===== config.mk =====
export PLATFORM = sky130hd
export DESIGN_NAME = dense_layer
export DESIGN_NICKNAME = d
export VERILOG_FILES = /design/src/verilog/dense_pkg.sv /design/src/verilog/dense_layer.sv
export SDC_FILE = /design/constraint.sdc
export NUM_CORES = 1
export LEC_CHECK = 0
export BUFFER_PORTS_ARGS = -buffer_cell sky130_fd_sc_hd__buf_2
export CELL_PAD_IN_SITES_DETAIL_PLACEMENT = 0
export CELL_PAD_IN_SITES_GLOBAL_PLACEMENT = 2
export CORE_AREA = 5 5 120 122
export CTS_BUF_LIST = sky130_fd_sc_hd__clkbuf_4 sky130_fd_sc_hd__clkbuf_8 sky130_fd_sc_hd__clkbuf_16
export CTS_CLUSTER_DIAMETER = 150
export DETAILED_ROUTE_END_ITERATION = 8
export DIE_AREA = 0 0 125 127
export PLACE_DENSITY_LB_ADDON = 0.25
export SYNTH_ARGS = -nofsm -noshare
export SYNTH_HDL_FRONTEND = slang
export SYNTH_SLANG_ARGS = --single-unit

===== constraint.sdc =====
create_clock -name clk -period 3.4 [get_ports clk]
set_input_delay 0.51 -clock clk [delete_from_list [all_inputs] [get_ports clk]]
set_output_delay 0.51 -clock clk [all_outputs]
set_load 0.005 [all_outputs]

===== src/verilog/dense_pkg.sv =====
package dense_pkg;

    typedef logic [7:0]  byte_t;
    typedef logic [11:0] addr_t;
    typedef logic [15:0] file_id_t;

    typedef enum logic {
        DIR_READ  = 1'b0,
        DIR_WRITE = 1'b1
    } link_dir_t;

    typedef struct packed {
        logic      start;
        file_id_t  file_id;
        link_dir_t dir;
    } xfer_cmd_t;

    typedef struct packed {
        logic  en;
        addr_t addr;
        byte_t data;
    } ram_wr_t;

    typedef enum logic [2:0] {
        XF_IDLE,
        XF_HEAD,
        XF_WAIT,
        XF_RECV,
        XF_SEND,
        XF_DONE
    } xfer_state_t;

    typedef enum logic [2:0] {
        SEQ_IDLE,
        SEQ_RD_INPUT,
        SEQ_RD_MATRIX,
        SEQ_RD_BIAS,
        SEQ_COMPUTE,
        SEQ_WR_ANSWER
    } seq_state_t;

    typedef enum logic [2:0] {
        MAC_IDLE,
        MAC_BIAS,
        MAC_LOAD,
        MAC_RUN,
        MAC_WRITE
    } mac_state_t;

    localparam byte_t HEAD_READ  = 8'd82;  // 'R'
    localparam byte_t HEAD_WRITE = 8'd87;  // 'W'

    localparam file_id_t FILE_INPUT  = 16'd2402;
    localparam file_id_t FILE_MATRIX = 16'd2406;
    localparam file_id_t FILE_BIAS   = 16'd2446;
    localparam file_id_t FILE_ANSWER = 16'd2447;

    localparam int RAM_DEPTH = 4096;  // Whole addr_t range

    // Files sit back to back from address 0
    function automatic addr_t file_base(file_id_t id, int in_len, int out_len);
        int base;
        case (id)
            FILE_INPUT:  base = 0;
            FILE_MATRIX: base = in_len;
            FILE_BIAS:   base = in_len + in_len * out_len;
            FILE_ANSWER: base = in_len + in_len * out_len + out_len;
            default:     base = 0;
        endcase
        return addr_t'(base);
    endfunction

    function automatic addr_t file_len(file_id_t id, int in_len, int out_len);
        int len;
        case (id)
            FILE_INPUT:  len = in_len;
            FILE_MATRIX: len = in_len * out_len;  // One row per output
            FILE_BIAS:   len = out_len;
            FILE_ANSWER: len = out_len;
            default:     len = 0;
        endcase
        return addr_t'(len);
    endfunction

endpackage


===== src/verilog/dense_layer.sv =====
`timescale 1ns/1ps

module dense_layer #(
    parameter int IN_LEN  = 16,
    parameter int OUT_LEN = 4
) (
    input  logic               clk,
    input  logic               reset,
    input  logic               mac_start,
    output logic               mac_done,
    output dense_pkg::addr_t   rd_addr_in,
    output dense_pkg::addr_t   rd_addr_w,
    input  dense_pkg::byte_t   rd_data_in,
    input  dense_pkg::byte_t   rd_data_w,
    output dense_pkg::ram_wr_t ram_wr
);
    import dense_pkg::*;

    localparam addr_t IN_BASE   = file_base(FILE_INPUT, IN_LEN, OUT_LEN);
    localparam addr_t MAT_BASE  = file_base(FILE_MATRIX, IN_LEN, OUT_LEN);
    localparam addr_t BIAS_BASE = file_base(FILE_BIAS, IN_LEN, OUT_LEN);
    localparam addr_t ANS_BASE  = file_base(FILE_ANSWER, IN_LEN, OUT_LEN);

    mac_state_t state;
    addr_t      row;
    addr_t      idx;    // Input index on the read ports
    addr_t      w_ptr;  // Runs through the matrix across rows
    byte_t      acc;
    byte_t      prod;
    logic       last_row;

    assign prod       = rd_data_in * rd_data_w;  // Modulo 256
    assign last_row   = row == addr_t'(OUT_LEN - 1);
    assign rd_addr_in = IN_BASE + idx;
    assign rd_addr_w  = (state == MAC_BIAS) ? BIAS_BASE + row : MAT_BASE + w_ptr;

    assign ram_wr.en   = state == MAC_WRITE;
    assign ram_wr.addr = ANS_BASE + row;
    assign ram_wr.data = acc;
    assign mac_done    = state == MAC_WRITE && last_row;

    // Per row: bias fetch, first pair fetch, IN_LEN accumulates, write
    always_ff @(posedge clk or posedge reset) begin
        if (reset) begin
            state <= MAC_IDLE;
            row   <= '0;
            idx   <= '0;
            w_ptr <= '0;
        end else begin
            case (state)
                MAC_IDLE: begin
                    if (mac_start) begin
                        row   <= '0;
                        w_ptr <= '0;
                        state <= MAC_BIAS;
                    end
                end
                MAC_BIAS: begin
                    idx   <= '0;
                    state <= MAC_LOAD;
                end
                MAC_LOAD: begin
                    idx   <= idx + addr_t'(1);
                    w_ptr <= w_ptr + addr_t'(1);
                    state <= MAC_RUN;
                end
                MAC_RUN: begin
                    if (idx == addr_t'(IN_LEN)) begin
                        state <= MAC_WRITE;  // Last pair arriving now
                    end else begin
                        idx   <= idx + addr_t'(1);
                        w_ptr <= w_ptr + addr_t'(1);
                    end
                end
                MAC_WRITE: begin
                    row   <= row + addr_t'(1);
                    state <= last_row ? MAC_IDLE : MAC_BIAS;
                end
                default: state <= MAC_IDLE;
            endcase
        end
    end

    always_ff @(posedge clk) begin
        if (state == MAC_LOAD) begin
            acc <= rd_data_w;  // Bias byte
        end else if (state == MAC_RUN) begin
            acc <= acc + prod;
        end
    end

endmodule


# ---- Word-level counts from Yosys, hierarchy flattened
# Cells that the tools add are included.
dict set report op_classes {
  n_addsub 7
  multipliers 1
  eq_ne 9
  n_mux 13
  reduce_logical 10
}
# cell count
set ops {}
lappend ops {{$pmux 12 s3} 2}
lappend ops {{$mux 12} 4}
lappend ops {{$add 12x1->12 const B} 3}
lappend ops {{$add 7x12->12 const A} 2}
lappend ops {{$pmux 12 s2} 1}
lappend ops {{$mux 8} 2}
lappend ops {{$pmux 3 s5} 1}
lappend ops {{$add 5x12->12 const A} 1}
lappend ops {{$eq 12x2->1 const B} 1}
lappend ops {{$eq 12x5->1 const B} 1}
lappend ops {{$add 8x8->8} 1}
lappend ops {{$mul 8x8->8} 1}
lappend ops {{$eq 3x2->1 const B} 2}
lappend ops {{$mux 3} 2}
lappend ops {{$ne 2x2->1 const B} 3}
lappend ops {{$reduce_and 2->1} 3}
lappend ops {{$reduce_bool 3->1} 2}
lappend ops {{$reduce_bool 2->1} 2}
lappend ops {{$eq 3x1->1 const B} 1}
lappend ops {{$eq 3x3->1 const B} 1}
lappend ops {{$logic_not 3->1} 1}
lappend ops {{$reduce_and 3->1} 1}
lappend ops {{$logic_and 1x1->1} 1}
lappend ops {{$mux 1} 1}
dict set report word_totals {
  reg_bits 47
  wordCells 45
}

# ---- Logic depth before layout (Yosys ltp)
# Gate-level depths: netlist (run 1).
dict set report logic_depth {
  depth_word 4
  mapped_depth 18
  ltp_nobuf 17
}

# ---- Least setup slack after synthesis (run 1)
# No wires, ideal clock.
dict set report synth_path {
  kind {input port to flip-flop}
  startpoint {input port rd_data_w[0]}
  endpoint {register acc[7], data pin}
  arrival_time_ns 3.680
  required_time_ns 3.137
  setup_slack_ns -0.543
  stages 14
  n_path_buf 1
  path_cell_list {clkbuf_1 nand2_1 fa_1 fa_1 inv_1 fa_1 inv_1 fa_1 inv_1 ha_1 a21oi_1 xnor2_1 xnor2_1 o21ai_0}
}
dict set report synth_via {
  elab_chain_len 4
}
# item line
set synth_lines {}
lappend synth_lines {{start, declared} dense_layer.sv:14} ;# input dense_pkg::byte_t rd_data_w,
lappend synth_lines {{$mul 8x8->8} dense_layer.sv:32} ;# assign prod = rd_data_in * rd_data_w;
lappend synth_lines {{$add 8x8->8} dense_layer.sv:88} ;# acc <= acc + prod;
lappend synth_lines {{$mux 8} dense_layer.sv:87} ;# end else if (state == MAC_RUN) begin
lappend synth_lines {{$mux 8} dense_layer.sv:85} ;# if (state == MAC_LOAD) begin
lappend synth_lines {{end signal, assigned} dense_layer.sv:86} ;# acc <= rd_data_w;
lappend synth_lines {{end signal, assigned} dense_layer.sv:88}
lappend synth_lines {{end, declared} dense_layer.sv:28} ;# byte_t acc;
# Every way passes these cells. The select of a mux whose other input is x is not followed.
# A chain may end at the register's enable or synchronous reset.

# ---- Final worst setup path (run 1)
dict set report layout_path {
  startpoint {register acc[6]}
  endpoint {register acc[7], data pin}
}
dict set report layout_via {
  elab_chain_len 3
}
# item line
set layout_lines {}
lappend layout_lines {{$add 8x8->8} dense_layer.sv:88}
lappend layout_lines {{$mux 8} dense_layer.sv:87}
lappend layout_lines {{$mux 8} dense_layer.sv:85}
# Every way passes these cells. The select of a mux whose other input is x is not followed.

==> flow_summary.json, run 1 <==
{
  "finalHoldViolCount": 0,
  "grt_max_degree": 26,
  "grt_first_pass_wirelength_mm": 17.7,
  "synth_edf_count": 8,
  "clock_latency_ns": 0.30,
  "setup_viol": 1,
  "overflow": 0,
  "cap_violations": 0,
  "drt-total-wl_mm": 10.4,
  "worstPathRequired_ns": 3.46,
  "fin_ws_ns": -0.0958,
  "synth_cells": 454,
  "fill_cells": 1393,
  "p_leak_nw": 2.32,
  "vias": 3268,
  "crit_fanout": 2,
  "cts_hold_buffers": 0,
  "ys_types": 46,
  "status": "complete, but fails checks",
  "crit_path_start_kind": "flip-flop",
  "worst_pin_slew_ns": 0.780,
  "fin_nets": 611,
  "cts_made_buffers": 5,
  "async_flop_share": 0.830,
  "synthesis.nets": 518,
  "cp_slowest_cell": "fa_1",
  "crit_chain": "inv_2 -> fa_1 -> fa_1 -> inv_1 -> fa_1 -> inv_1 -> fa_1 -> inv_2 -> ha_4 -> a21oi_2 -> xnor2_1 -> xnor2_1 -> o21ai_1",
  "timing.fmax_mhz": 286,
  "ios": 65,
  "synth_ff_type": "dfrtp_1",
  "final_max_slew_viol_count": 0,
  "grt_usage": 0.137,
  "die_x_um": 125,
  "core_sq_um": 13100,
  "path_delay_family": "adder cells",
  "start_util": 0.303,
  "powerDensity_nw_per_um2": 626,
  "endpoint_kind": "flip-flop",
  "worst_path_most_repeated_cell": "fa_1",
  "place_hpwl_mm": 8.27,
  "clock_sinks": 47,
  "synth_area_sq_um": 3970,
  "synth-seq-cells": 47,
  "drt_iter0_markers": 132,
  "grt_pass1_vias": 3421,
  "max_slew_margin": 0.479,
  "hold_class": "in -> async",
  "viasPerCell": 4.51,
  "htree_levels": 2,
  "critPathArrivalTime_ns": 3.55,
  "antenna_found_initial": 0,
  "skew_ns": 0.00976,
  "drive_above_1_share": 0.279,
  "ant_nets": 0,
  "portBuffers": 64,
  "instances_no_fill": 724,
  "total_power_mw": 3.12,
  "rows": 42,
  "cts_tree": "done",
  "clockBufferDepth": 2,
  "violations": "negative setup slack",
  "area_delta_synth_final_pct": 25.5,
  "wl_per_cell_um": 14.4,
  "die_h_um": 127,
  "path_clk_slew_ns": 0.07,
  "min_period_ns": 3.50,
  "place_worst_setup_slack_ns": -0.521,
  "antenna_cells": 0,
  "dp.cells": 712,
  "finalCritPeriodShare": 1.03,
  "final_cell_mix": "nand2_1, buf_2, inv_1",
  "ir_worst_vdd_v": 0.000290,
  "slowest_delay_ns": 0.50,
  "drc": 0,
  "first_pass_iters": 7,
  "clockRootBuffer": "clkbuf_16",
  "yosys_warnings": 0,
  "gp_congestion": 0.776,
  "critical_path_class": "reg -> reg",
  "avgSynthCellArea_sq_um": 8.74,
  "rsz0062_at_grt": "yes",
  "ys_seq_area_frac": 0.307,
  "die_area_sq_um": 15900,
  "cp_num_buf_inv": 4
}
[synth_stat cells, types with 4 or more instances]
cell | instances | area (sq um)
ha_1 | 27 | 338
nor3_1 | 7 | 35.0
mux2_2 | 9 | 101
nor2_1 | 42 | 158
dfrtp_1 | 39 | 976
xor2_1 | 15 | 131
nand3_1 | 10 | 50.1
a31oi_1 | 4 | 25.0
a21oi_1 | 18 | 90.1
nand2_1 | 62 | 233
clkbuf_1 | 9 | 33.8
o21ai_0 | 30 | 150
xnor2_1 | 42 | 368
inv_1 | 56 | 210
fa_1 | 18 | 360
and2_1 | 11 | 68.8
nand4_1 | 6 | 37.5
edfxtp_1 | 8 | 240
[final timing paths]
path | startpoint | end | slack [ns] | cells after the start
setup / recovery | acc[6] | acc[7] | -0.1 | 13
hold / removal | reset | idx[3] | 0.27 | 2
setup reg to reg | acc[6] | acc[7] | -0.1 | 13
hold reg to reg | w_ptr[0] | w_ptr[0] | 0.55 | 1
max in group asynchronous | reset | w_ptr[2] | 2.33 | 3
min in group clk | rd_data_w[7] | acc[7] | 0.52 | 3
[kinds of logic (layout without fill, tap and decap cells)]
kind of cell	after synthesis	in the layout	synth area share
AOI/OAI and AO/OA	62	62	0.0892
xor gates and xnor gates	57	57	0.126
adders and majority gates	45	45	0.176
buffers and inverters	75	169	0.0792
DFF	47	47	0.307
muxes	10	10	0.0281
and+or+nand+nor	158	158	0.195
[cell type report]
class                   count  area, sq um  share of cell area
clock inverters             1         7.51             0.00151
inverters                  58          223              0.0447
multi-input cells         332         2500               0.501
repair buffers            103          642               0.129
well taps                 176          220              0.0442
flip-flops and latches     47         1220               0.244
clock buffers               7          175              0.0352
[registers in the layout, summed over array words and instances, names as in the netlist]
name,cells
acc,8
idx,12
row,12
state,3
w_ptr,12
[report_power, final]
part           leakage, nW  internal, mW  switching [mW]
logic                 1.71         0.900           0.798
registers            0.522         0.730          0.0941
clock network       0.0864         0.362           0.232
total                 2.32          1.99            1.12
[metrics by stage]
step                      hold WS, ns  setup TNS, ns  cell area, sq um   util
after global placement          0.535          -1.16              4730  0.362
after global routing            0.326         -0.537              4980  0.381
after detailed placement        0.528          -1.38              4730  0.362
after floorplan                 0.496         -0.424              4040      -
after CTS                       0.286         -0.143              4970  0.380
final                           0.266        -0.0958              4980  0.381
[layer usage]
layer / up-vias / global-route usage / part of all wire / wire length, um
li1: 1648 / - / - / -
met5: - / 0 / 0 / 0
met3: 8 / 0.0271 / 0.044 / 452
met2: 55 / 0.217 / 0.46 / 4740
met4: 0 / 0.0344 / 0.011 / 110
met1: 1557 / 0.192 / 0.49 / 5080
[repair_timing]
item	4_1_cts	5_1_grt
setup buffers	3	1
gates resized for setup	17	1
pin swaps	17	6
setup endpoints to repair	2	3
Note: power is estimated with default switching activity, not from simulation.
==> run 2, diff against run 1 <==
CORE_AREA = 5 5 133 110   (was 5 5 120 122)
DIE_AREA = 0 0 138 115   (was 0 0 125 127)
PLACE_DENSITY = 0.86   (was unset)
PLACE_DENSITY_LB_ADDON = unset   (was 0.25)
==> run 2 against run 1 <==
The run still ends with negative setup slack left. Hold slack gained 0.076 ns. Register-to-register slack lost 0.07 ns. Clock skew shrank 0.0054 ns. Fmax shrank 1.9%. Combinational power is essentially flat. Die area is essentially flat. Largest cell class unchanged.
==> flow_summary.json, run 2 (synthesis results as in run 1) <==
{
  "status": "complete, but fails checks",
  "violations": "negative setup slack",
  "drt-total-wl_mm": 9.98,
  "finalCritPeriodShare": 1.05,
  "clock_sinks": 47,
  "antenna_found_initial": 0,
  "max_slew_margin": 0.391,
  "first_pass_iters": 4,
  "hold_class": "in -> async",
  "clockBufferDepth": 2,
  "rows": 38,
  "antenna_cells": 0,
  "drt_iter0_markers": 147,
  "wl_per_cell_um": 13.9,
  "crit_fanout": 2,
  "p_leak_nw": 2.27,
  "overflow": 0,
  "area_delta_synth_final_pct": 23.6,
  "die_area_sq_um": 15900,
  "gp_congestion": 0.843,
  "grt_first_pass_wirelength_mm": 16.7,
  "ir_worst_vdd_v": 0.000322,
  "fill_cells": 1442,
  "drive_above_1_share": 0.270,
  "timing.fmax_mhz": 281,
  "clock_latency_ns": 0.29,
  "reg_top3": "idx x12, row x12, w_ptr x12",
  "final_common_cell": "buf_2",
  "clockRootBuffer": "clkbuf_16",
  "critPathArrivalTime_ns": 3.61,
  "placed_area_sq_um": 4680,
  "ios": 65,
  "setup_viol": 1,
  "htree_levels": 2,
  "rsz0062_at_grt": "yes",
  "die_h_um": 115,
  "fin_tns_setup_ns": -0.164,
  "drc": 0,
  "cts_hold_buffers": 0,
  "hold_slack_ns": 0.342,
  "vias": 3282,
  "viasPerCell": 4.56,
  "grt_pass1_vias": 3282,
  "die_x_um": 138,
  "powerDensity_nw_per_um2": 621,
  "finalHoldViolCount": 0,
  "fin_nets": 603,
  "crit_path_start_kind": "flip-flop",
  "place_hpwl_mm": 7.87,
  "start_util": 0.300,
  "critical_path_class": "reg -> reg",
  "cts_tree": "done",
  "core_sq_um": 13200,
  "final_cell_mix": "buf_2, nand2_1, inv_1",
  "fin_area_sq_um": 4900,
  "min_period_ns": 3.56,
  "cts_made_buffers": 5,
  "grt_usage": 0.127,
  "ant_nets": 0,
  "worstPathRequired_ns": 3.44,
  "grt_max_degree": 40,
  "portBuffers": 64,
  "cap_violations": 0,
  "endpoint_kind": "flip-flop",
  "final_max_slew_viol_count": 0,
  "fin_ws_ns": -0.164,
  "skew_ns": 0.00439,
  "path_clk_slew_ns": 0.07,
  "worst_pin_slew_ns": 0.912
}
run 2: layout make-up:
class	instances	area, sq um	area share
multi-input cells	332	2510	0.513
clock inverters	2	16.3	0.00332
inverters	58	223	0.0454
well taps	180	225	0.0459
clock buffers	6	133	0.0271
repair buffers	95	577	0.118
flip-flops and latches	47	1220	0.248
run 2: where the power goes:
group / internal (mW) / switching [mW]
sequential: 0.730 / 0.0948
combinational: 0.911 / 0.799
clock: 0.284 / 0.224
run 2: through the flow:
stage | worst slack, ns | util | power [mW] | cells
4_1_cts | -0.170 | 0.369 | 3.04 | 720
2_1_floorplan | -0.262 | - | 1.95 | 454
6_report | -0.164 | 0.371 | 3.04 | 720
3_3_place_gp | -0.458 | 0.354 | 2.43 | 708
5_1_grt | -0.296 | 0.371 | 3.33 | 720
3_5_place_dp | -0.499 | 0.354 | 2.46 | 708
run 2: path summary, 6_finish.rpt:
kind	cells past startpoint	from	slack [ns]	end
max	13	acc[6]	-0.16	acc[7]
min	3	reset	0.34	w_ptr[1]
max reg2reg	13	acc[6]	-0.16	acc[7]
min reg2reg	1	w_ptr[0]	0.57	w_ptr[0]
max in group asynchronous	3	reset	2.70	w_ptr[8]
min in group clk	3	rd_data_w[7]	0.54	acc[7]
run 2: critical path, cell delays in order, from the launching register on:
cell and delay (ns):
edfxtp_1 0.39, inv_2 0.05, fa_1 0.49, fa_1 0.51, inv_1 0.05, fa_1 0.47, inv_1 0.05, fa_2 0.52
inv_2 0.04, ha_4 0.27, a21oi_2 0.05, xnor2_1 0.20, xnor2_1 0.14, o21ai_1 0.08
run 2: what timing repair did:
action,CTS,global route
pin swaps,14,6
buffers inserted,4,0
resized for setup,13,6
endpoints found under the setup margin,2,3
run 2: metal layers:
| metal | GRT usage | up-vias | wire [um] |
|---|---|---|---|
| met5 | 0 | - | 0 |
| met4 | 0.0316 | 0 | 101 |
| met3 | 0.0225 | 8 | 327 |
| met2 | 0.197 | 55 | 4480 |
| met1 | 0.185 | 1582 | 5070 |
| li1 | - | 1637 | - |
==> run 3, diff against run 2 <==
CELL_PAD_IN_SITES_DETAIL_PLACEMENT = 2   (was 0)
==> run 3 against run 2 <==
The run still ends with negative setup slack left. Clock skew hardly changed. Sequential share of layout area is 0.13 points lower. Fmax is 1.5% lower. Combinational power is 13% higher. Flip-flop and latch count stayed put. Non-clock buffer count is 2 lower. Critical path depth is 1 higher. Total power is 7.9% higher. Critical path type unchanged. Largest power group unchanged.
==> flow_summary.json, run 3 (synthesis results as in run 1) <==
{
  "status": "complete, but fails checks",
  "violations": "negative setup slack",
  "placed_area_sq_um": 4680,
  "power_frac_clock": 0.159,
  "core_sq_um": 13200,
  "critPathArrivalTime_ns": 3.66,
  "finalCritPeriodShare": 1.06,
  "die_area_sq_um": 15900,
  "clock_latency_ns": 0.29,
  "antenna_cells": 0,
  "crit_fanout": 2,
  "worstReg2RegEnd": "acc[7]",
  "final_common_cell": "buf_2",
  "p_switching_mw": 1.31,
  "worst_pin_slew_ns": 0.921,
  "critical_path_class": "reg -> reg",
  "wl_per_cell_um": 18.6,
  "first_pass_iters": 4,
  "cap_violations": 0,
  "worstRegToRegCells": 14,
  "place_hpwl_mm": 10.8,
  "total_power_mw": 3.28,
  "die_x_um": 138,
  "path_clk_slew_ns": 0.07,
  "final_cell_mix": "buf_2, nand2_1, inv_1",
  "portBuffers": 64,
  "overflow": 0,
  "start_util": 0.300,
  "clockBufferDepth": 2,
  "setup_viol": 2,
  "grt_first_pass_wirelength_mm": 21.8,
  "place_worst_setup_slack_ns": -0.648,
  "grt_usage": 0.170,
  "clockRootBuffer": "clkbuf_16",
  "internal-power_mw": 1.98,
  "drc": 0,
  "rsz0062_at_grt": "yes",
  "area_delta_synth_final_pct": 24.2,
  "rrSetupSlack_ns": -0.22,
  "htree_levels": 2,
  "powerDensity_nw_per_um2": 666,
  "gp_congestion": 0.843,
  "timing.fmax_mhz": 276,
  "fill_cells": 1536,
  "vias": 3499,
  "sw_frac_of_total": 0.398,
  "antenna_found_initial": 0,
  "grt_max_degree": 40,
  "final_max_slew_viol_count": 0,
  "drt-total-wl_mm": 13.4,
  "ios": 65,
  "die_h_um": 115,
  "worstPathRequired_ns": 3.44,
  "hold_class": "in -> async",
  "crit_path_start_kind": "flip-flop",
  "p_comb_frac": 0.588,
  "endpoint_kind": "flip-flop",
  "grt_pass1_vias": 4043,
  "cts_tree": "done",
  "fin_ws_ns": -0.220,
  "ant_nets": 0,
  "clock_sinks": 47,
  "rows": 38,
  "min_period_ns": 3.62,
  "p_leak_nw": 2.26,
  "ir_worst_vdd_v": 0.000273,
  "fin_area_sq_um": 4930,
  "max_slew_margin": 0.385,
  "crit-reg2reg-launch": "acc[5]",
  "drt_iter0_markers": 103,
  "fin_nets": 601,
  "pwr-share-seq": 0.253,
  "finalHoldViolCount": 0,
  "skew_ns": 0.00476,
  "cts_hold_buffers": 0,
  "cts_made_buffers": 5,
  "viasPerCell": 4.87,
  "reg_top3": "idx x12, row x12, w_ptr x12",
  "drive_above_1_share": 0.290
}
## run 3: cell count changes in the layout (fill, tap and decap cells not counted), moves of 2 or more
cell	previous run	this run
inv_1	49	44
inv_2	7	12
fa_1	14	11
fa_2	4	7
ha_1	23	20
clkbuf_4	2	0
ha_4	3	5
## run 3: worst max-delay path by stage
| stage | startpoint | to | slack (ns) | cells past startpoint |
|---|---|---|---|---|
| after floorplan | rd_data_w[0] | acc[7] | -0.26 | 18 |
| after global placement | rd_data_w[3] | acc[7] | -0.46 | 14 |
| after detailed placement | rd_data_w[0] | acc[7] | -0.65 | 15 |
| after CTS | acc[4] | acc[7] | -0.24 | 14 |
| after global routing | acc[5] | acc[7] | -0.34 | 14 |
| final | acc[5] | acc[7] | -0.22 | 14 |
## run 3: critical path, stage by stage (launching register included)
cell and delay [ns]:
edfxtp_1 0.39, inv_2 0.06, fa_2 0.57, inv_2 0.04, fa_1 0.45, ha_1 0.31, inv_2 0.04, fa_1 0.51
inv_2 0.06, ha_4 0.23, a21o_1 0.19, a21oi_2 0.17, xnor2_2 0.13, xnor2_1 0.14, o21ai_1 0.07
## run 3: timing repair
action                                  in CTS  in global routing
pin swaps                                   16                  8
buffers inserted                             2                  0
resized for setup                           20                  8
endpoints found under the setup margin       3                  3
## run 3: final cells by class
type | count | area (sq um) | share of cell area
Multi-Input combinational cell | 332 | 2550 | 0.519
Sequential cell | 47 | 1220 | 0.247
Timing Repair Buffer | 93 | 558 | 0.113
Tap cell | 180 | 225 | 0.0457
Inverter | 58 | 223 | 0.0452
Clock buffer | 5 | 125 | 0.0254
Clock inverter | 3 | 25.0 | 0.00508
## run 3: through the flow
stage	setup TNS (ns)	instances	util	hold slack [ns]
final	-0.355	718	0.373	0.342
after floorplan	-0.424	454	-	0.496
after global routing	-0.686	718	0.373	0.398
after detailed placement	-1.85	708	0.354	0.573
after CTS	-0.391	718	0.372	0.368
after global placement	-1.09	708	0.354	0.541
## run 3: power groups by stage
| stage | Clock (mW) | Sequential (mW) | Combinational [mW] |
|---|---|---|---|
| finish | 0.520 | 0.832 | 1.93 |
| CTS | 0.532 | 0.831 | 1.93 |
| floorplan | 0 | 0.808 | 1.15 |
| detailed placement | 0 | 0.841 | 1.80 |
| global route | 0.557 | 0.845 | 2.16 |
| global placement | 0 | 0.833 | 1.60 |
## run 3: per-layer routing
layer	routed length [um]	track usage	share of wire	up-vias
met1	5780	0.210	0.43	1783
met2	7020	0.320	0.53	66
met3	410	0.0270	0.031	17
met5	0	0	0	-
li1	-	-	-	1633
met4	148	0.0316	0.011	0
